==> config.mk <==
export PLATFORM = sky130hd
export DESIGN_NAME = data_mem
export DESIGN_NICKNAME = d
export VERILOG_FILES = /design/src/common/cpu_pkg.sv /design/src/rtl/data_mem.sv
export SDC_FILE = /design/constraint.sdc
export NUM_CORES = 2
export LEC_CHECK = 0
export ABC_AREA = 1
export BUFFER_PORTS_ARGS = -buffer_cell sky130_fd_sc_hd__buf_2
export CAP_MARGIN = 20
export CORE_MARGIN = 5
export CORE_UTILIZATION = 30
export CTS_BUF_LIST = sky130_fd_sc_hd__clkbuf_8
export CTS_CLUSTER_SIZE = 40
export DETAILED_ROUTE_END_ITERATION = 6
export GPL_ROUTABILITY_DRIVEN = 0
export SETUP_SLACK_MARGIN = 0.2
export SLEW_MARGIN = 20
export SYNTH_ARGS = -nofsm -noshare
export SYNTH_HDL_FRONTEND = slang
export SYNTH_SLANG_ARGS = --single-unit
==> constraint.sdc <==
create_clock -name clk -period 6.8 [get_ports clk]
set_input_delay 0.34 -clock clk [delete_from_list [all_inputs] [get_ports clk]]
set_output_delay 0.34 -clock clk [all_outputs]
set_load 0.02 [all_outputs]
==> src/common/cpu_pkg.sv <==
//////////////////////////////////////////////////
// cpu_pkg: shared types, opcodes and constants
// for the boot-loaded four-stage integer core
//////////////////////////////////////////////////
package cpu_pkg;

    typedef logic [31:0] word_t;
    typedef logic [3:0]  reg_idx_t;

    // host bus operations
    typedef enum logic [1:0] {
        IDLE  = 2'b00,
        READ  = 2'b01,
        WRITE = 2'b11
    } host_op_e;

    // instruction opcodes, bits 31..24
    typedef enum logic [7:0] {
        NOP  = 8'h00,
        ADD  = 8'h10,
        SUB  = 8'h11,
        AND  = 8'h12,
        OR   = 8'h13,
        XOR  = 8'h14,
        ADDI = 8'h18,
        LD   = 8'h81,
        ST   = 8'h83
    } opcode_e;

    typedef enum logic [2:0] {
        CTRL_IDLE,
        REQ_DM,
        LOAD_DM,
        REQ_IM,
        LOAD_IM,
        RUN,
        WRT_HOST
    } ctrl_state_e;

    //////////////////////////////////////////////////
    // bus and pipeline bundles
    //////////////////////////////////////////////////
    typedef struct packed {
        host_op_e    op;
        logic [31:0] addr;
        word_t       data;
    } host_req_t;

    typedef struct packed {
        logic        en;
        logic [15:0] addr;    // word index
        word_t       data;
    } mem_wr_t;

    typedef struct packed {
        logic        rd_en;
        logic        wr_en;
        logic [15:0] addr;    // byte address
        word_t       data;
    } dm_access_t;

    typedef struct packed {
        opcode_e  op;
        word_t    a;          // rs value
        word_t    b;          // rt, or rd for stores
        word_t    imm;        // sign-extended
        reg_idx_t dst;
    } issue_t;

    localparam logic [15:0] HOST_WINDOW  = 16'h9000;
    localparam logic [31:0] DM_HOST_BASE = 32'h0000_1000;
    localparam logic [31:0] IM_HOST_BASE = 32'h8000_0000;

    // instruction field positions
    localparam int OPC_LSB = 24;
    localparam int RD_LSB  = 20;
    localparam int RS_LSB  = 16;
    localparam int RT_LSB  = 12;
    localparam int IMM_W   = 16;

endpackage

==> src/rtl/data_mem.sv <==
//////////////////////////////////////////////////
// data_mem: data RAM written by the loader and
// by core stores below the host window
//////////////////////////////////////////////////
`timescale 1ns/10ps

module data_mem import cpu_pkg::*; #(
    parameter int DEPTH = 64
) (
    input  logic       clk,
    input  mem_wr_t    wr,
    input  dm_access_t access,
    output word_t      rd_data
);

    localparam int AW = $clog2(DEPTH);

    word_t          mem [DEPTH];
    logic           local_hit;
    logic [AW-1:0]  core_idx;

    assign local_hit = (access.addr < HOST_WINDOW);
    assign core_idx  = access.addr[AW+1:2];    // drop byte offset

    always_ff @(posedge clk) begin
        if (wr.en)
            mem[wr.addr[AW-1:0]] <= wr.data;
        else if (access.wr_en && local_hit)
            mem[core_idx] <= access.data;

        if (access.rd_en && local_hit)
            rd_data <= mem[core_idx];    // one cycle later in wb
    end

endmodule

==> flow_summary.toml <==
[route]
drtIter0Drc = 6005
drt_pre_antenna_iters = 6
drtAntennaViolNets = 0
drc = 0
vias = 54300
wl_per_cell_um = 21.7
via_per_inst = 4.97
routed_wl_um = 237000

[power_and_ir_drop]
power.total_mw = 25.7
vdd_drop_max_v = 0.000140
p_leak_nw = 32.7
p_per_area_mw_per_mm2 = 273

[timing]
max_freq_mhz = 237
tns_ns = 0
hold_ws_ns = 0.0835
timing.final.crit_period_ns = 4.21
finalSetupViolCount = 0
relSlewSlack = 0.228
worst_pin_slew_ns = 1.16
rsz0062_at_grt = "false"
final.setup_skew_ns = 0.0462
fin_crit_sh = 0.619
hold_viol_final = 0
slew_violations = 0
setup_ws_ns = 2.59

[synthesis]
yosys_warnings = 0
yosysSeqAreaShare = 0.746
syn_area_per_cell_um2 = 12.3
ys_seq_elements = 2080
syn_area_mm2 = 0.0837
synth.distinct_cells = 23
netlist_instances = 6828
syn_nets = 6928

[clock_network]
numCtsBuffers = 330
cts_tree = "built"
cts_htree_levels = 5
clock-sinks = 2080
cts_max_path_buffers = 4
clkLatencyLatePin_ns = 1.06
cts_resized = 0
root_buffer = "clkbuf_8"
path_clk_slew_ns = 0.06

[grt]
grt_max_degree = 200
grt_overflow = 0
track_usage = 0.159
antenna_found_initial = 9
first_global_vias = 52200
grt_pass1_wl_um = 346000

[die]
row_count = 194
die_y_um = 538
ioPinCount = 132
initial_core_util = 0.300
coreArea_mm2 = 0.279
dieArea_mm2 = 0.290
die-width_um = 538

[critical_path]
critical_path_required_ns = 7.52
reg2regPathDepth = 8
start_kind = "input pin"
crit_fanout = 45
arrival_ns = 4.93
end_kind = "flip-flop"
crit_type = "input pin to flip-flop"

[worst_hold_path]
holdPathStages = 4
hold_path_class = "input pin to flip-flop"

[cells_and_area]
fill_cells = 27400
finish.instance_area_mm2 = 0.0942
drive_gt1_frac = 0.103
num-nets-final = 7069
syn_to_final_growth_pct = 12.6

[place]
place_ws_ns = 1.84
dpl.hpwl_um = 124000
io_buffers = 115
placed_area_mm2 = 0.0885

[run]
cap_violations = 0

[status]
outcome = "finished, final reports clean"
[placed cells by master (no fill, tap or decap), types with 32 or more instances in the layout]
master    Yosys  routed
mux2_2       32      32
nand3_1    1925    1925
buf_2       280     110
clkinv_1      0      75
nand2_1    2240    2240
clkbuf_8      0     340
nor2_4        0      64
edfxtp_1   2080    2080
buf_4        47     119
inv_1        14     122
[cells by family after synthesis]
kind of cell           after synthesis  synth area share
and+or+nand+nor                   4243             0.220
buffers and inverters              466            0.0286
muxes                               32           0.00431
DFF                               2080             0.746
AOI/OAI and AO/OA                    7           0.00103
[area by class of cell]
class,count,area (um2),area share
Antenna cell,5,12.5,0.000133
Clock buffer,340,4680,0.0497
Clock inverter,217,942,0.0100
Inverter,16,96.3,0.00102
Multi-Input combinational cell,4282,19300,0.205
Sequential cell,2080,62500,0.663
Tap cell,3724,4660,0.0495
Timing Repair Buffer,259,2020,0.0215
[Yosys cell counts]
| master | number | area share |
|---|---|---|
| nand2_1 | 2240 | 0.10 |
| edfxtp_1 | 2080 | 0.75 |
| nand3_1 | 1925 | 0.12 |
| buf_2 | 280 | 0.017 |
| clkbuf_1 | 78 | 0.0035 |
| nor2_1 | 70 | 0.0031 |
| buf_4 | 47 | 0.0042 |
| mux2_2 | 32 | 0.0043 |
| buf_1 | 30 | 0.0013 |
| buf_6 | 14 | 0.0019 |
| inv_1 | 14 | 0.00063 |
| nand4_2 | 4 | 0.00060 |
| o21ai_4 | 4 | 0.00078 |
| a21boi_0 | 1 | 0.000090 |
| buf_8 | 1 | 0.00018 |
| inv_2 | 1 | 0.000045 |
| inv_4 | 1 | 0.000075 |
| nand2_2 | 1 | 0.000075 |
| nand3_4 | 1 | 0.00021 |
| nand4_1 | 1 | 0.000075 |
| nor2_2 | 1 | 0.000075 |
| o21ai_1 | 1 | 0.000060 |
| o21ai_2 | 1 | 0.00010 |
[critical path, stage by stage]
cell and delay [ns]:
dlygate4sd3_1 0.53, buf_2 0.15, nand2_2 0.12, nand3_4 0.56
nand2_1 0.36, o21ai_4 0.15, nor2_1 0.30, nand3_1 0.75
nor2_4 1.16, buf_4 0.35
[state kept, by name, summed over array words and instances, names as in the netlist]
signal   flops
mem       2048
rd_data     32
[report_power, final]
group	internal, mW	total [mW]	switching [mW]	leakage (nW)
combinational	0.411	1.89	1.48	10.7
clock	4.71	9.42	4.71	3.29
sequential	14.4	14.4	0.0374	18.7
total	19.5	25.7	6.23	32.7
[final timing paths]
path	startpoint	endpoint	slack, ns
setup / recovery	access[47]	mem[8][19]	2.59
hold reg to reg	mem[2][19]	rd_data[19]	0.92
hold / removal	access[39]	rd_data[31]	0.08
setup reg to reg	mem[59][19]	rd_data[19]	4.51
[metrics by stage]
stage               utilization  instances
floorplan                     -       6828
global placement          0.317      10300
detailed placement        0.318      10400
CTS                       0.338      10900
global route              0.338      10900
finish                    0.338      10900
[timing repair]
item / CTS / global route
hold endpoints to repair: 8 / 0
setup buffers: 0 / 0
hold buffers: 4 / 0
[metal layers]
| layer | global-route usage | vias up | wire (um) |
|---|---|---|---|
| met5 | 0 | - | 0 |
| met2 | 0.256 | 2467 | 111000 |
| met4 | 0.0695 | 0 | 10300 |
| li1 | - | 24700 | - |
| met1 | 0.213 | 26700 | 95900 |
| met3 | 0.0271 | 409 | 19600 |
(Power assumes the default switching activity.)
