[src/common/cpu_pkg.sv]
//////////////////////////////////////////////////
// cpu_pkg: shared types, opcodes and constants
// for the boot-loaded four-stage integer core
//////////////////////////////////////////////////
package cpu_pkg;

    typedef logic [31:0] word_t;
    typedef logic [3:0]  reg_idx_t;

    // host bus operations
    typedef enum logic [1:0] {
        IDLE  = 2'b00,
        READ  = 2'b01,
        WRITE = 2'b11
    } host_op_e;

    // instruction opcodes, bits 31..24
    typedef enum logic [7:0] {
        NOP  = 8'h00,
        ADD  = 8'h10,
        SUB  = 8'h11,
        AND  = 8'h12,
        OR   = 8'h13,
        XOR  = 8'h14,
        ADDI = 8'h18,
        LD   = 8'h81,
        ST   = 8'h83
    } opcode_e;

    typedef enum logic [2:0] {
        CTRL_IDLE,
        REQ_DM,
        LOAD_DM,
        REQ_IM,
        LOAD_IM,
        RUN,
        WRT_HOST
    } ctrl_state_e;

    //////////////////////////////////////////////////
    // bus and pipeline bundles
    //////////////////////////////////////////////////
    typedef struct packed {
        host_op_e    op;
        logic [31:0] addr;
        word_t       data;
    } host_req_t;

    typedef struct packed {
        logic        en;
        logic [15:0] addr;    // word index
        word_t       data;
    } mem_wr_t;

    typedef struct packed {
        logic        rd_en;
        logic        wr_en;
        logic [15:0] addr;    // byte address
        word_t       data;
    } dm_access_t;

    typedef struct packed {
        opcode_e  op;
        word_t    a;          // rs value
        word_t    b;          // rt, or rd for stores
        word_t    imm;        // sign-extended
        reg_idx_t dst;
    } issue_t;

    localparam logic [15:0] HOST_WINDOW  = 16'h9000;
    localparam logic [31:0] DM_HOST_BASE = 32'h0000_1000;
    localparam logic [31:0] IM_HOST_BASE = 32'h8000_0000;

    // instruction field positions
    localparam int OPC_LSB = 24;
    localparam int RD_LSB  = 20;
    localparam int RS_LSB  = 16;
    localparam int RT_LSB  = 12;
    localparam int IMM_W   = 16;

endpackage

[src/rtl/instr_mem.sv]
//////////////////////////////////////////////////
// instr_mem: instruction RAM, loader write port
// and synchronous fetch read
//////////////////////////////////////////////////
`timescale 1ns/10ps

module instr_mem import cpu_pkg::*; #(
    parameter int DEPTH = 64
) (
    input  logic        clk,
    input  mem_wr_t     wr,
    input  logic [15:0] fetch_addr,    // byte address
    output word_t       instr
);

    localparam int AW = $clog2(DEPTH);

    word_t mem [DEPTH];

    // loader wins over fetch
    always_ff @(posedge clk) begin
        if (wr.en)
            mem[wr.addr[AW-1:0]] <= wr.data;
        else
            instr <= mem[fetch_addr[AW+1:2]];
    end

endmodule

[config.mk]
export PLATFORM = sky130hd
export DESIGN_NAME = instr_mem
export DESIGN_NICKNAME = d
export VERILOG_FILES = /design/src/common/cpu_pkg.sv /design/src/rtl/instr_mem.sv
export SDC_FILE = /design/constraint.sdc
export NUM_CORES = 2
export LEC_CHECK = 0
export BUFFER_PORTS_ARGS = -buffer_cell sky130_fd_sc_hd__buf_2
export CORE_ASPECT_RATIO = 0.5
export CORE_MARGIN = 1
export CORE_UTILIZATION = 50
export CTS_CLUSTER_SIZE = 14
export DETAILED_ROUTE_END_ITERATION = 8
export GPL_ROUTABILITY_DRIVEN = 0
export PLACE_DENSITY = 0.66
export SKIP_LAST_GASP = 1
export SLEW_MARGIN = 10
export SYNTH_ARGS = -nofsm -noshare
export SYNTH_HDL_FRONTEND = slang
export SYNTH_SLANG_ARGS = --single-unit
[constraint.sdc]
create_clock -name clk -period 7.4 [get_ports clk]
set_clock_uncertainty 0.15 [all_clocks]
set_input_delay 0.74 -clock clk [delete_from_list [all_inputs] [get_ports clk]]
set_output_delay 0.74 -clock clk [all_outputs]
set_load 0.03 [all_outputs]
==> impl_metrics.yaml <==
detailed_routing:
  drt-initial-drc-count: 5753
  drc: 0
  vias: 38500
  dr.pass1.iters: 5
  ant_nets: 0
  vias_per_cell: 6.50
  wl_per_cell_um: 34.1
  finalWirelength_mm: 202
clocking:
  tritoncts: "built"
  numCtsBuffers: 181
  holdBufCountCts: 0
  worstSkewPairLatency_ps: 800
  cts_root_buf: "clkbuf_16"
  htree_num_levels: 4
  cts_buffer_depth: 3
  cts_sinks: 2080
  ctsResizeCount: 0
  cts_setup_buffers: 0
  clkTransAtPathRegs_ps: 60
global_routing:
  grt_busiest_layer: "met1"
  grt_pass1_wl_mm: 283
  grtUsageMet3: 0.0608
  grt_pass1_vias: 38000
  grt_start_max_net_pins: 98
  grt_util_all_layers: 0.254
  antenna_found_initial: 24
  use_met1: 0.383
  use_met2: 0.380
  grt.overflow.total: 0
worst_setup_path:
  r2r-end: "instr[13]$_DFFE_PN_"
  crit_chain: "buf_8, buf_12, mux4_2, nor2b_1, a211oi_1, o22ai_1, and3_1"
  cp_top_family: "compound AO/OA/AOI/OAI gates"
  ff2ff_path_depth: 5
  r2r_start: "mem[43][13]$_DFFE_PP_"
  r2r_slack_ps: 4260
  worst-path-buf-inv: 2
  worst-path-max-fanout: 80
  crit_slowest_cell: "a211oi_1"
  worstPathRequired_ps: 7790
  worst_setup_path_start_kind: "primary input"
  worstPathArrival_ps: 4210
  critical-path-max-stage-delay_ps: 1020
  crit_type: "primary input to register"
  worst_setup_path_end_kind: "register"
timing:
  hold_ws_ps: 406
  min_period_over_period: 0.516
  worst_pin_slew_ps: 1280
  rsz0062_at_grt: "no"
  slew_violations: 0
  finalHoldViolations: 0
  relSlewSlack: 0.146
  period_minus_slack_ps: 3820
  fmax_ghz: 0.262
  fin_setup_tns_ps: 0
  setup_viol: 0
power:
  p_sw_frac: 0.215
  sequentialPowerShare: 0.568
  power_density_nw_per_um2: 262
  p_sw_mw: 4.97
  p_leak_nw: 27.0
  irDropWorstVdd_mv: 0.242
  pwr-share-clk: 0.379
  p_comb_frac: 0.054
  intPower_mw: 18.1
synthesis:
  yosysWarnings: 0
  synth_edf_count: 2080
  avgSynthCellArea_sq_um: 22.6
  synth_top_flop_cell: "edfxtp_1"
  yosysSeqAreaShare: 0.789
  ys_async_sr_fraction: 0
  synth_fp_nets: 3572
  synth_top_cell_by_area: "edfxtp_1"
  synth.top_cell.area_share: 0.789
  synth.distinct_cells: 44
  synth.area.top_cells: "edfxtp_1 79%, mux4_2 13%, mux2i_1 0.87%"
  yosysMostFrequentCell: "edfxtp_1"
  synth-seq-cells: 2080
  synth_commonest_cells: "2,080 x edfxtp_1, 466 x mux4_2, 97 x nand2_1"
  synthCells: 3506
  netlist_area_sq_um: 79200
die:
  die-area_sq_um: 160000
  io_pins: 98
  die_w_um: 565
  die_h_um: 283
  start_util: 0.508
  core_sq_um: 156000
  rows: 102
layout:
  register_area_sq_um: 62500
  multi_input_area_sq_um: 16100
  num-fill-cells: 11300
  area_growth_pct: 11.1
  stdcell_count: 5916
  stdcell_area_sq_um: 88000
  drive_above_1_share: 0.262
  fin_util: 0.564
  nets: 3768
place:
  place_inst: 5599
  dp_hpwl_mm: 110
  portBuffers: 77
  dpl-instance-area_sq_um: 82700
run_status:
  status: "complete, no violations"
hold_path:
  hold_class: "primary input to register"
  worstHoldStart: "wr[9]"
  hold_end: "mem[56][9]$_DFFE_PP_"
  hold_path_depth: 1
job:
  cap_violations: 0
[per-layer routing]
layer	vias up	routed length, um
li1	15400	-
met1	20700	81500
met2	2161	92300
met3	242	23900
met4	4	3890
met5	-	28
[cell usage in the layout (no fill, tap or decap), types with 32 or more instances in the layout]
cell / n
a211oi_1: 32
a22oi_1: 54
buf_2: 70
buf_4: 129
clkbuf_1: 55
clkbuf_16: 187
clkinv_1: 34
edfxtp_1: 2080
mux2i_1: 69
mux4_2: 466
nand2_1: 97
nand3_1: 71
nand4_1: 49
nor2_4: 63
o221ai_1: 52
o22ai_1: 57
[power by group through the flow]
stage / Sequential [mW] / Combinational [mW] / Clock [mW]
after floorplan: 13.4 / 0.634 / 0
after global placement: 13.4 / 1.21 / 0
after detailed placement: 13.4 / 1.24 / 0
after CTS: 13.1 / 1.24 / 8.82
after global routing: 13.1 / 1.30 / 9.27
final: 13.1 / 1.24 / 8.74
[logic make-up (layout without fill, tap and decap cells)]
logic type,after synthesis,after routing,synth area share
compound gates,260,260,0.0241
simple gates,395,395,0.0242
buf+inv,201,527,0.0152
other cells,0,4,0
flops,2080,2080,0.789
mux,570,570,0.148
[flip-flops by register name, summed over array words and instances (netlist names)]
name / flops
instr: 32
mem: 2048
[metrics by stage]
step | setup WS, ps | power (mW)
6_report | 3580 | 23.1
3_3_place_gp | 2880 | 14.6
4_1_cts | 3670 | 23.2
3_5_place_dp | 2840 | 14.6
2_1_floorplan | 2840 | 14.0
5_1_grt | 3500 | 23.7
[worst max-delay path by stage]
stage                  start                    to  slack (ps)  depth (start not counted)
2_1_floorplan         wr[48]  mem[34][0]$_DFFE_PP_        2840                          4
3_3_place_gp   fetch_addr[2]   instr[12]$_DFFE_PN_        2880                          8
3_5_place_dp   fetch_addr[2]   instr[12]$_DFFE_PN_        2840                          8
4_1_cts        fetch_addr[2]   instr[12]$_DFFE_PN_        3670                          8
5_1_grt        fetch_addr[2]   instr[12]$_DFFE_PN_        3500                          8
6_report       fetch_addr[3]   instr[13]$_DFFE_PN_        3580                          7
[cell type report]
class / instances / area share
tap: 2080 / 0.0296
timing repair buffer: 212 / 0.0178
clock buffer: 242 / 0.0555
inverter: 2 / 0.0000853
multi-input combinational: 1225 / 0.183
sequential: 2080 / 0.710
antenna: 4 / 0.000114
clock inverter: 71 / 0.00461
Note: power is estimated with default switching activity, not from simulation.
