`src/common/cpu_pkg.sv`:
```
//////////////////////////////////////////////////
// cpu_pkg: shared types, opcodes and constants
// for the boot-loaded four-stage integer core
//////////////////////////////////////////////////
package cpu_pkg;

    typedef logic [31:0] word_t;
    typedef logic [3:0]  reg_idx_t;

    // host bus operations
    typedef enum logic [1:0] {
        IDLE  = 2'b00,
        READ  = 2'b01,
        WRITE = 2'b11
    } host_op_e;

    // instruction opcodes, bits 31..24
    typedef enum logic [7:0] {
        NOP  = 8'h00,
        ADD  = 8'h10,
        SUB  = 8'h11,
        AND  = 8'h12,
        OR   = 8'h13,
        XOR  = 8'h14,
        ADDI = 8'h18,
        LD   = 8'h81,
        ST   = 8'h83
    } opcode_e;

    typedef enum logic [2:0] {
        CTRL_IDLE,
        REQ_DM,
        LOAD_DM,
        REQ_IM,
        LOAD_IM,
        RUN,
        WRT_HOST
    } ctrl_state_e;

    //////////////////////////////////////////////////
    // bus and pipeline bundles
    //////////////////////////////////////////////////
    typedef struct packed {
        host_op_e    op;
        logic [31:0] addr;
        word_t       data;
    } host_req_t;

    typedef struct packed {
        logic        en;
        logic [15:0] addr;    // word index
        word_t       data;
    } mem_wr_t;

    typedef struct packed {
        logic        rd_en;
        logic        wr_en;
        logic [15:0] addr;    // byte address
        word_t       data;
    } dm_access_t;

    typedef struct packed {
        opcode_e  op;
        word_t    a;          // rs value
        word_t    b;          // rt, or rd for stores
        word_t    imm;        // sign-extended
        reg_idx_t dst;
    } issue_t;

    localparam logic [15:0] HOST_WINDOW  = 16'h9000;
    localparam logic [31:0] DM_HOST_BASE = 32'h0000_1000;
    localparam logic [31:0] IM_HOST_BASE = 32'h8000_0000;

    // instruction field positions
    localparam int OPC_LSB = 24;
    localparam int RD_LSB  = 20;
    localparam int RS_LSB  = 16;
    localparam int RT_LSB  = 12;
    localparam int IMM_W   = 16;

endpackage

```
`src/core/exec_stage.sv`:
```
//////////////////////////////////////////////////
// exec_stage: decode/execute register, ALU, data
// memory access and writeback
//////////////////////////////////////////////////
`timescale 1ns/10ps

module exec_stage import cpu_pkg::*; (
    input  logic       clk,
    input  logic       rst_n,
    input  logic       run_en,
    input  issue_t     issue,
    input  word_t      dm_rd_data,
    output dm_access_t dm_access,
    output reg_idx_t   ex_dst,
    output logic       ex_wr,
    output logic       wb_en,
    output reg_idx_t   wb_idx,
    output word_t      wb_data
);

    issue_t   ex_q;
    word_t    op_b, alu;
    logic     wb_ld_q;
    word_t    wb_alu_q;

    // decode/execute register
    always_ff @(posedge clk or negedge rst_n) begin
        if (!rst_n)
            ex_q <= '0;    // nop
        else if (run_en)
            ex_q <= issue;
    end

    //////////////////////////////////////////////////
    // alu
    //////////////////////////////////////////////////
    assign op_b = (ex_q.op inside {ADDI, LD, ST}) ? ex_q.imm : ex_q.b;

    always_comb begin
        case (ex_q.op)
            ADD, ADDI, LD, ST: alu = ex_q.a + op_b;    // ld/st address too
            SUB:               alu = ex_q.a - op_b;
            AND:               alu = ex_q.a & op_b;
            OR:                alu = ex_q.a | op_b;
            XOR:               alu = ex_q.a ^ op_b;
            default:           alu = '0;
        endcase
    end

    assign ex_wr  = ex_q.op inside {ADD, SUB, AND, OR, XOR, ADDI, LD};
    assign ex_dst = ex_q.dst;

    // data access during ex
    assign dm_access = '{rd_en: run_en && (ex_q.op == LD),
                         wr_en: run_en && (ex_q.op == ST),
                         addr:  alu[15:0],
                         data:  ex_q.b};

    //////////////////////////////////////////////////
    // writeback
    //////////////////////////////////////////////////
    always_ff @(posedge clk or negedge rst_n) begin
        if (!rst_n) begin
            wb_en   <= 1'b0;
            wb_ld_q <= 1'b0;
        end else if (run_en) begin
            wb_en   <= ex_wr;
            wb_ld_q <= (ex_q.op == LD);
        end
    end

    always_ff @(posedge clk) begin
        if (run_en) begin
            wb_idx   <= ex_q.dst;
            wb_alu_q <= alu;
        end
    end

    assign wb_data = wb_ld_q ? dm_rd_data : wb_alu_q;    // load data lands here

endmodule

```
`config.mk`:
```
export PLATFORM = sky130hd
export DESIGN_NAME = exec_stage
export DESIGN_NICKNAME = d
export VERILOG_FILES = /design/src/common/cpu_pkg.sv /design/src/core/exec_stage.sv
export SDC_FILE = /design/constraint.sdc
export NUM_CORES = 1
export LEC_CHECK = 0
export ABC_AREA = 1
export BUFFER_PORTS_ARGS = -buffer_cell sky130_fd_sc_hd__buf_2
export CORE_AREA = 2 2 157 159
export DETAILED_ROUTE_END_ITERATION = 12
export DIE_AREA = 0 0 159 161
export MAX_ROUTING_LAYER = met4
export PLACE_DENSITY = 0.72
export SLEW_MARGIN = 20
export SYNTH_ARGS = -nofsm -noshare
export SYNTH_HDL_FRONTEND = slang
export SYNTH_SLANG_ARGS = --single-unit
```
`constraint.sdc`:
```
create_clock -name clk -period 7.3 [get_ports clk]
set_input_delay 0.73 -clock clk [delete_from_list [all_inputs] [get_ports clk]]
set_output_delay 0.73 -clock clk [all_outputs]
set_load 0.02 [all_outputs]
```
==> summary.md <==
| Metric | Value |
|---|---|
| Status | `finished, final reports clean` |
| GP Congestion | `1.004` |
| Critical path class | `reg2out` |
| CTS buffer count | `17` |
| Sequential share of power | `37.4%` |
| Number of global-route vias before repair | `9203` |
| Clock latency on the worst-skew pair | `roughly 0.44 ns` |
| Final worst-path setup slack | `1.312 ns` |
| DR vias/cell | `5.216` |
| First-pass GRT wire length | `49190 µm` |
| Post-CTS Resized | `0` |
| Placed cell areas | `11610 µm²` |
| Chip width | `approximately 160 µm` |
| Maximum vdd drop | `0.1260 mV` |
| Avg WL per Cell | `16.79 µm` |
| Rows | `57` |
| CTS Hold Bufs | `0` |
| Number of detailed-route iterations in the first pass | `5` |
| Most frequent cells in the layout | `419 x nand2_1, 232 x buf_2, 118 x inv_1` |
| Root Driver | `clkbuf_16` |
| Pwr/cell area | `between 200 and 250 nW/µm²` |
| DRT antenna net count | `0` |
| Mapped cell area | `about 11000 µm²` |
| Final Hold Slack | `between 0.2 and 0.25 ns` |
| Via count | `9660` |
| Layout cells sized above 1 | `22.69%` |
| Clock power share | `35.4%` |
| Maxcap violations | `0` |
| Post-synth net total | `roughly 1600` |
| Final Hold Viols | `0` |
| Fin Setup TNS | `0 ns` |
| Period utilization | `82.03%` |
| Area of the multi-input gates | `5678 µm²` |
| Sequential Area | `about 3800 µm²` |
| DRC | `0` |
| Combinational Power Share | `27.2%` |
| FF+latch count, synth | `146` |
| Core Area | `23960 µm²` |
| Final Max Tran Viols | `0` |
| Int Pwr | `1.635 mW` |
| Num Clock Sinks | `146` |
| Grt total ovfl | `0` |
| Warnings, synthesis | `0` |
| Crit path DAT | `5.26 ns` |
| Sequential area share after synthesis | `a little over a third` |
| Sw Ratio | `a little over a third` |
| Final Cell Area | `12230 µm²` |
| RSZ-0062 raised after global routing | `false` |
| Final min period | `5.988 ns` |
| Setup Buffers After CTS | `0` |
| Initial DRC count | `567` |
| Final setup fails | `0` |
| Largest net degree at the start of global routing | `137` |
| Initial Utilization | `44.20%` |
| Nets@finish | `1750` |
| GR Util All Layers | `24.94%` |
| DP Worst Slack | `between 1.5 and 2 ns` |
| Reg clk slew, reported paths | `0.08 ns` |
| Syn Inst Count | `1355` |
| Fill cell count | `2376` |
| Synth-to-layout area growth | `15.50%` |
| CP required | `6.57 ns` |
| Nature of the critical path endpoint | `primary output` |
| Initial antenna violation count | `3` |
| Sw power | `slightly above 900 µW` |
| Total power | `between 2 and 3 mW` |
| Synth cell types | `45` |
| Clock Tree Buf Depth | `2` |
| Least-Margin Pin Slew | `1.051 ns` |
| CTS tree | `built` |
| Max_slew headroom | `roughly 30%` |
| Die ar. | `25600 µm²` |
| Peak Freq | `0.1670 GHz` |
| I/O pins | `235` |
| Worst Hold Class | `in2async` |
| Final wirelength | `between 30000 and 40000 µm` |
| Worst-case clock skew | `0.01505 ns` |
| Most common cell after layout, fill and taps aside | `nand2_1` |
| Leakage dissipation | `6.494 nW` |
| Dpl hpwl | `23300 µm` |
| CP max FO | `41` |
| Syn_area_per_cell | `7.817 µm²` |
| H-tree level count | `4` |
| I/O Buffers | `234` |
| Height of the die | `161 µm` |
| Startpoint types | `flip-flop` |
-- state kept, by name (all words and copies together) (netlist names) --
register and flops:
ex_q 72, dm_access 32, wb_alu_q 32, ex_dst 4
wb_idx 4, wb_en 1, wb_ld_q 1
-- area by class of cell --
class | instances | share of cell area (%)
Multi-Input combinational cell | 982 | 46.42
Sequential cell | 146 | 31.34
Timing Repair Buffer | 242 | 10.30
Inverter | 123 | 3.774
Clock buffer | 17 | 3.478
Tap cell | 324 | 3.314
Clock inverter | 15 | 1.319
Antenna cell | 3 | 0.06137
-- routing by layer --
metal,vias up,track usage [%],share of wire [%],routed length [µm]
met5,-,-,0,0
met4,0,7.727,2.1,666
met3,46,4.109,6.2,1938
met2,372,38.32,45,14020
met1,4503,34.00,47,14470
li1,4739,-,-,-
-- synth_stat cells (all sizes together) --
master   count  area (µm²)
nand3b       1       7.510
nor3         6       30.03
a21oi       55       275.3
or2         10       62.56
nand4       36       225.2
inv        123       461.7
nor4         5       31.28
o21ai      111       578.1
o211ai       4       30.03
a21boi       1       7.510
buf         63       471.7
mux2        32       360.4
o31ai        2       15.01
xnor2        2       17.52
a221oi      18       157.7
nor2        85       355.3
o221ai       1       8.760
ha          94        1176
a21o         4       30.03
dfrtp      110        2753
clkbuf      41       153.9
edfxtp      36        1081
o21bai       1       7.510
nand3       33       202.7
xor2        33       289.0
nand2      432        1659
fa           1       20.02
and2         1       6.260
o2111ai     10       87.58
o21a         4       30.03
-- critical path, stage by stage (launching register included) --
cell and delay, ns:
dfrtp_1 0.47, nand2_1 0.11, nor2_1 0.05, nand2_2 0.43, nand3_4 0.56, o21ai_2 0.49
nand3_4 0.15, nor2_8 0.23, nand2_2 0.11, o21ai_0 0.20, xor2_1 0.18, ha_1 0.29
a21oi_1 0.22, o21a_1 0.15, nand2_1 0.12, a21oi_1 0.20, inv_1 0.10, or2_2 0.28
nand3_1 0.09, o2111ai_1 0.15, buf_2 0.21
-- worst paths after layout --
path / depth (start not counted) / end / startpoint / slack [ns]
worst min register to register: 0 / wb_idx[1] / ex_dst[1] / 0.47
max in group asynchronous: 3 / ex_q[92] / rst_n / 6.03
worst max register to register: 19 / wb_alu_q[26] / ex_q[100] / 1.77
min in group clk: 0 / wb_idx[1] / ex_dst[1] / 0.47
worst max-delay path: 20 / dm_access[46] / ex_q[100] / 1.31
worst min-delay path: 1 / ex_q[69] / rst_n / 0.24
-- cells by family after synthesis --
logic type | Yosys count | share of synthesized area (%)
AND/OR/NAND/NOR | 609 | 24.36
AO/OA/AOI/OAI | 211 | 11.59
adder cells (fa/ha/maj) | 95 | 11.29
buffers and inverters | 227 | 10.27
multiplexers | 32 | 3.402
XOR/XNOR | 35 | 2.894
flip-flops | 146 | 36.20
-- power groups by stage --
| stage | Clock [mW] | Sequential, mW | Combinational, mW |
|---|---|---|---|
| after floorplan | 0 | 0.956 | 0.493 |
| after global placement | 0 | 0.967 | 0.674 |
| after detailed placement | 0 | 0.969 | 0.684 |
| after CTS | 0.912 | 0.953 | 0.687 |
| after global routing | 0.949 | 0.961 | 0.773 |
| final | 0.903 | 0.954 | 0.693 |
-- stage by stage --
stage | instances | utilization, %
floorplan | 1355 | -
global placement | 1816 | 48.45
finish | 1852 | 51.05
global route | 1852 | 51.05
detailed placement | 1816 | 48.45
CTS | 1848 | 50.90
(Power assumes the default switching activity.)
