`src/common/cpu_pkg.sv`:
```
//////////////////////////////////////////////////
// cpu_pkg: shared types, opcodes and constants
// for the boot-loaded four-stage integer core
//////////////////////////////////////////////////
package cpu_pkg;

    typedef logic [31:0] word_t;
    typedef logic [3:0]  reg_idx_t;

    // host bus operations
    typedef enum logic [1:0] {
        IDLE  = 2'b00,
        READ  = 2'b01,
        WRITE = 2'b11
    } host_op_e;

    // instruction opcodes, bits 31..24
    typedef enum logic [7:0] {
        NOP  = 8'h00,
        ADD  = 8'h10,
        SUB  = 8'h11,
        AND  = 8'h12,
        OR   = 8'h13,
        XOR  = 8'h14,
        ADDI = 8'h18,
        LD   = 8'h81,
        ST   = 8'h83
    } opcode_e;

    typedef enum logic [2:0] {
        CTRL_IDLE,
        REQ_DM,
        LOAD_DM,
        REQ_IM,
        LOAD_IM,
        RUN,
        WRT_HOST
    } ctrl_state_e;

    //////////////////////////////////////////////////
    // bus and pipeline bundles
    //////////////////////////////////////////////////
    typedef struct packed {
        host_op_e    op;
        logic [31:0] addr;
        word_t       data;
    } host_req_t;

    typedef struct packed {
        logic        en;
        logic [15:0] addr;    // word index
        word_t       data;
    } mem_wr_t;

    typedef struct packed {
        logic        rd_en;
        logic        wr_en;
        logic [15:0] addr;    // byte address
        word_t       data;
    } dm_access_t;

    typedef struct packed {
        opcode_e  op;
        word_t    a;          // rs value
        word_t    b;          // rt, or rd for stores
        word_t    imm;        // sign-extended
        reg_idx_t dst;
    } issue_t;

    localparam logic [15:0] HOST_WINDOW  = 16'h9000;
    localparam logic [31:0] DM_HOST_BASE = 32'h0000_1000;
    localparam logic [31:0] IM_HOST_BASE = 32'h8000_0000;

    // instruction field positions
    localparam int OPC_LSB = 24;
    localparam int RD_LSB  = 20;
    localparam int RS_LSB  = 16;
    localparam int RT_LSB  = 12;
    localparam int IMM_W   = 16;

endpackage

```
`src/rtl/host_ctrl.sv`:
```
//////////////////////////////////////////////////
// host_ctrl: boot loading of both memories, run
// control and write-back of host-window stores
//////////////////////////////////////////////////
`timescale 1ns/10ps

module host_ctrl import cpu_pkg::*; #(
    parameter int BLOCK_WORDS = 16,
    parameter int DM_BLOCKS   = 4,
    parameter int IM_BLOCKS   = 4
) (
    input  logic       clk,
    input  logic       rst_n,
    input  logic       ready,
    input  logic       rd_valid,
    input  logic       tx_done,
    input  word_t      rd_data,
    input  dm_access_t dm_access,
    output host_req_t  host_req,
    output mem_wr_t    im_wr,
    output mem_wr_t    dm_wr,
    output logic       run_en
);

    localparam logic [31:0] BLOCK_BYTES = 32'(BLOCK_WORDS * 4);

    ctrl_state_e state, state_nxt;
    logic [7:0]  blk_cnt, blk_nxt;
    logic [15:0] word_idx, word_nxt;
    logic [15:0] wr_addr_q;
    word_t       wr_data_q;
    logic        loading_dm, loading_im, last_blk, host_store;
    logic [31:0] blk_off;

    assign loading_dm = (state == REQ_DM) || (state == LOAD_DM);
    assign loading_im = (state == REQ_IM) || (state == LOAD_IM);
    assign last_blk   = loading_dm ? (blk_cnt == 8'(DM_BLOCKS - 1))
                                   : (blk_cnt == 8'(IM_BLOCKS - 1));
    assign blk_off    = 32'(blk_cnt) * BLOCK_BYTES;
    assign run_en     = (state == RUN);

    // store into the host window while running
    assign host_store = (state == RUN) && dm_access.wr_en && (dm_access.addr >= HOST_WINDOW);

    //////////////////////////////////////////////////
    // state and counters
    //////////////////////////////////////////////////
    always_ff @(posedge clk or negedge rst_n) begin
        if (!rst_n) begin
            state    <= CTRL_IDLE;
            blk_cnt  <= '0;
            word_idx <= '0;
        end else begin
            state    <= state_nxt;
            blk_cnt  <= blk_nxt;
            word_idx <= word_nxt;
        end
    end

    // captured store, held on the bus until tx_done
    always_ff @(posedge clk) begin
        if (host_store) begin
            wr_addr_q <= dm_access.addr;
            wr_data_q <= dm_access.data;
        end
    end

    always_comb begin
        state_nxt = state;
        blk_nxt   = blk_cnt;
        word_nxt  = word_idx;
        if (rd_valid && (loading_dm || loading_im))
            word_nxt = word_idx + 16'd1;    // next word slot

        case (state)
            CTRL_IDLE: begin
                if (ready) begin
                    state_nxt = REQ_DM;
                    blk_nxt   = '0;
                    word_nxt  = '0;
                end
            end
            REQ_DM, LOAD_DM, REQ_IM, LOAD_IM: begin
                if (tx_done) begin
                    if (last_blk) begin
                        // dm done -> start im, im done -> run
                        state_nxt = loading_dm ? REQ_IM : RUN;
                        blk_nxt   = '0;
                        word_nxt  = '0;
                    end else begin
                        state_nxt = loading_dm ? REQ_DM : REQ_IM;
                        blk_nxt   = blk_cnt + 8'd1;
                        word_nxt  = 16'(32'(blk_cnt + 8'd1) * BLOCK_WORDS);
                    end
                end else begin
                    state_nxt = loading_dm ? LOAD_DM : LOAD_IM;
                end
            end
            RUN: begin
                if (host_store)
                    state_nxt = WRT_HOST;
            end
            WRT_HOST: begin
                if (tx_done)
                    state_nxt = RUN;    // core resumes next cycle
            end
            default: state_nxt = CTRL_IDLE;
        endcase
    end

    //////////////////////////////////////////////////
    // host bus and loader writes
    //////////////////////////////////////////////////
    always_comb begin
        host_req = '0;
        if (loading_dm) begin
            host_req.op   = READ;
            host_req.addr = DM_HOST_BASE + blk_off;
        end else if (loading_im) begin
            host_req.op   = READ;
            host_req.addr = IM_HOST_BASE + blk_off;
        end else if (state == WRT_HOST) begin
            host_req.op   = WRITE;
            host_req.addr = {16'h0, wr_addr_q};
            host_req.data = wr_data_q;
        end
    end

    assign dm_wr = '{en: loading_dm && rd_valid, addr: word_idx, data: rd_data};
    assign im_wr = '{en: loading_im && rd_valid, addr: word_idx, data: rd_data};

endmodule

```
`config.mk`:
```
export PLATFORM = sky130hd
export DESIGN_NAME = host_ctrl
export DESIGN_NICKNAME = d
export VERILOG_FILES = /design/src/common/cpu_pkg.sv /design/src/rtl/host_ctrl.sv
export SDC_FILE = /design/constraint.sdc
export NUM_CORES = 1
export LEC_CHECK = 0
export BUFFER_PORTS_ARGS = -buffer_cell sky130_fd_sc_hd__buf_4
export CORE_MARGIN = 1.5
export CORE_UTILIZATION = 48
export CTS_CLUSTER_DIAMETER = 30
export DETAILED_ROUTE_END_ITERATION = 12
export HOLD_SLACK_MARGIN = 0.06
export PLACE_DENSITY = 0.88
export SETUP_SLACK_MARGIN = 0.15
export SYNTH_ARGS = -nofsm -noshare
export SYNTH_HDL_FRONTEND = slang
export SYNTH_SLANG_ARGS = --single-unit
```
`constraint.sdc`:
```
create_clock -name clk -period 6.3 [get_ports clk]
set_clock_uncertainty 0.15 [all_clocks]
set_input_delay 0.315 -clock clk [delete_from_list [all_inputs] [get_ports clk]]
set_output_delay 0.315 -clock clk [all_outputs]
set_load 0.1 [all_outputs]
```
==> flow_summary.ini <==
[yosys]
synth_flop_cell = edfxtp_1
synth.avg_cell_area_um2 = 10.6
synthArstFlopShare_pct = 36.0
synth_warnings = 0
ys_seq_elements = 75
yosysTopAreaCellShare_pct = 33.5
syn_inst = 405
netlist_area_mm2 = 0.00430
synth.distinct_cells = 44
synth_edf_count = 48
yosysSeqAreaShare_pct = 49.2
synth_area_leaders = edfxtp_1, buf_4, dfrtp_1, and3_1, xor2_1
yosysTopAreaCell = edfxtp_1

[grt]
globalRouteTotalUtil_pct = 24.7
grt.met3_usage_pct = 10.6
grt.busiest_layer = met2
use_met1_pct = 25.4
grt_util_met2_pct = 43.6
grt.overflow.total = 0
antenna_found_initial = 0
grt_pass1_vias = 3407
grt_pass1_wl_um = 18200
grt_max_degree = 65

[min_path]
hp-class = input port to register
hp-start = tx_done
hold_depth = 3
hold_end = state[0]$_DFFE_PN0P_

[routing]
vias = 3375
wl_per_cell_um = 19.2
wl_um = 11800
drc_errors = 0
vias_per_cell = 5.47
initialDrtViolationCount = 213
firstDrtPassIters = 4
postRouteAntennaNets = 0

[clock_tree]
tritoncts = yes
clk_pin_slew_ns = 0.08
clockBufferDepth = 2
clk_latency_ns = 0.36
h-tree-depth = 3
clock-sinks = 75
cts_buffers = 9
postCtsResizedCells = 0
cts_setup_buffers = 0
root_buffer = clkbuf_8

[die]
design.die.area_mm2 = 0.00954
die_w_um = 97.7
rows = 34
die_h_um = 97.7
start_util_pct = 49.4
coreArea_mm2 = 0.00872
num_io_pins = 252

[sta]
fin_setup_tns_ns = 0
hold-worst-slack_ns = 0.113
setup_violations = 0
period_minus_slack_ns = 3.57
slew_headroom_pct = 11.9
hold_viol_final = 0
clock.fmax_ghz = 0.280
maxSlewViolCount = 0
fin_ws_ns = 2.73
worstMarginPinSlew_ns = 1.32
fin_crit_sh_pct = 56.6
rsz0062_at_grt = false

[final_layout]
mostFrequentLayoutCell = buf_4
syn_to_final_growth_pct = 26.5
diodes = 0
fin_area_mm2 = 0.00545
finalNetCount = 596
layout_common_cells = buf_4, dlygate4sd3_1, edfxtp_1
layout-drive-gt1-share_pct = 32.4

[critical_path]
timing.critical_path.fanout_max = 49
start_kind = register
crit_start = state[2]$_DFFE_PN0P_
critPathBufInv = 1
end_kind = output pin
crit_path_max_incr_delay_ns = 1.11
r2r_end = wr_addr_q[5]$_DFFE_PP_
r2r_cells = 3
crit_family = simple AND/OR/NAND/NOR gates
r2r_start = state[2]$_DFFE_PN0P_
arrival_ns = 3.10
r2r_setup_slack_ns = 3.72
cp_cell_sequence = and2b_1 -> a221oi_1 -> a21oi_1 -> buf_4
cp.required_ns = 5.83
setup.worst_path.class = register to output pin
critPathSlowestCell = and2b_1

[power_and_ir_drop]
p_comb_share_pct = 62.4
cell_internal_pwr_mw = 1.22
p_seq_share_pct = 23.7
power.switching_mw = 1.74
pwr-share-clk_pct = 13.9
ir_worst_vdd_uv = 289
pwr_density_cell_mw_per_mm2 = 543
switching_share_pct = 58.8
power.leakage_nw = 2.53

[placed_design]
io_buffer_count = 139
dpl_cell_area_mm2 = 0.00474
gp_congestion = 0.737
dp_worst_setup_slack_ns = 3.18
dp_hpwl_um = 7680

[status]
status = finished clean

[run]
drv_cap = 0
## metal layers
metal	routed length, um	vias to the layer above
li1	-	1507
met1	3960	1587
met2	6150	254
met3	1430	27
met4	291	0
met5	0	-
## worst register-to-register path, stage by stage, from the launching register on
cell	delay, ns
dfrtp_1	0.85
nand2_1	0.16
nor2_1	0.14
and2_2	0.88
## registers in the layout, indices dropped and copies added (netlist names)
signal and flops:
state 3, word_idx 16, blk_cnt 8, wr_addr_q 16, wr_data_q 32
## per-stage QoR
stage | total power, mW | std cells | utilization (%)
4_1_cts | 2.95 | 617 | 62.4
3_3_place_gp | 2.49 | 552 | 54.3
5_1_grt | 3.07 | 617 | 62.4
3_5_place_dp | 2.52 | 552 | 54.3
6_report | 2.96 | 617 | 62.4
2_1_floorplan | 2.41 | 419 | -
## kinds of logic (layout without fill, tap and decap cells)
| logic type | after synthesis | after routing | synth area share [%] |
|---|---|---|---|
| buffers and inverters | 126 | 216 | 19.7 |
| AND/OR/NAND/NOR | 122 | 122 | 16.4 |
| flip-flops | 75 | 75 | 49.2 |
| AO/OA/AOI/OAI | 52 | 52 | 8.23 |
| XOR/XNOR | 22 | 22 | 4.48 |
| adder cells (fa/ha/maj) | 5 | 5 | 1.45 |
| multiplexers | 2 | 2 | 0.465 |
| other | 1 | 15 | 0.0871 |
## power by group through the flow
stage / Combinational [mW] / Clock [mW] / Sequential [mW]
final: 1.84 / 0.411 / 0.702
after global routing: 1.92 / 0.431 / 0.716
after CTS: 1.84 / 0.411 / 0.700
after detailed placement: 1.81 / 0 / 0.711
after global placement: 1.79 / 0 / 0.702
after floorplan: 1.57 / 0 / 0.841
## worst max path at each step
| stage | end | slack [ns] | cells past startpoint |
|---|---|---|---|
| after floorplan | im_wr[48] | 1.99 | 4 |
| after global placement | host_req[45] | 3.27 | 4 |
| after detailed placement | host_req[45] | 3.18 | 4 |
| after CTS | host_req[45] | 2.76 | 4 |
| after global routing | host_req[44] | 2.51 | 6 |
| final | host_req[45] | 2.73 | 4 |
## cells in the mapped netlist, types with 2 or more instances
master	n
nand4_1	5
buf_4	96
mux2i_1	2
ha_1	5
a21oi_1	10
and3_1	46
nor2_1	15
edfxtp_1	48
o21ai_0	10
nand3_1	12
and2_1	4
a22o_1	8
nor3_4	3
a221oi_1	2
nand2_1	20
nand2b_1	3
xnor2_1	9
nor2b_1	5
buf_2	6
o22ai_1	13
clkbuf_1	12
inv_1	11
xor2_1	13
dfrtp_1	27
## cell type report
cell class / instances / area, um^2
Timing Repair Buffer: 189 / 1540
Inverter: 11 / 41.3
Tap cell: 108 / 135
Clock inverter: 6 / 90.1
Clock buffer: 10 / 128
Sequential cell: 75 / 2120
Fill cell: 628 / 3280
Multi-Input combinational cell: 218 / 1390
## what timing repair did
item / in CTS / in global routing
hold endpoints to repair: 75 / 0
hold buffers: 49 / 0
endpoints found under the setup margin: 0 / 0
(Power assumes the default switching activity.)
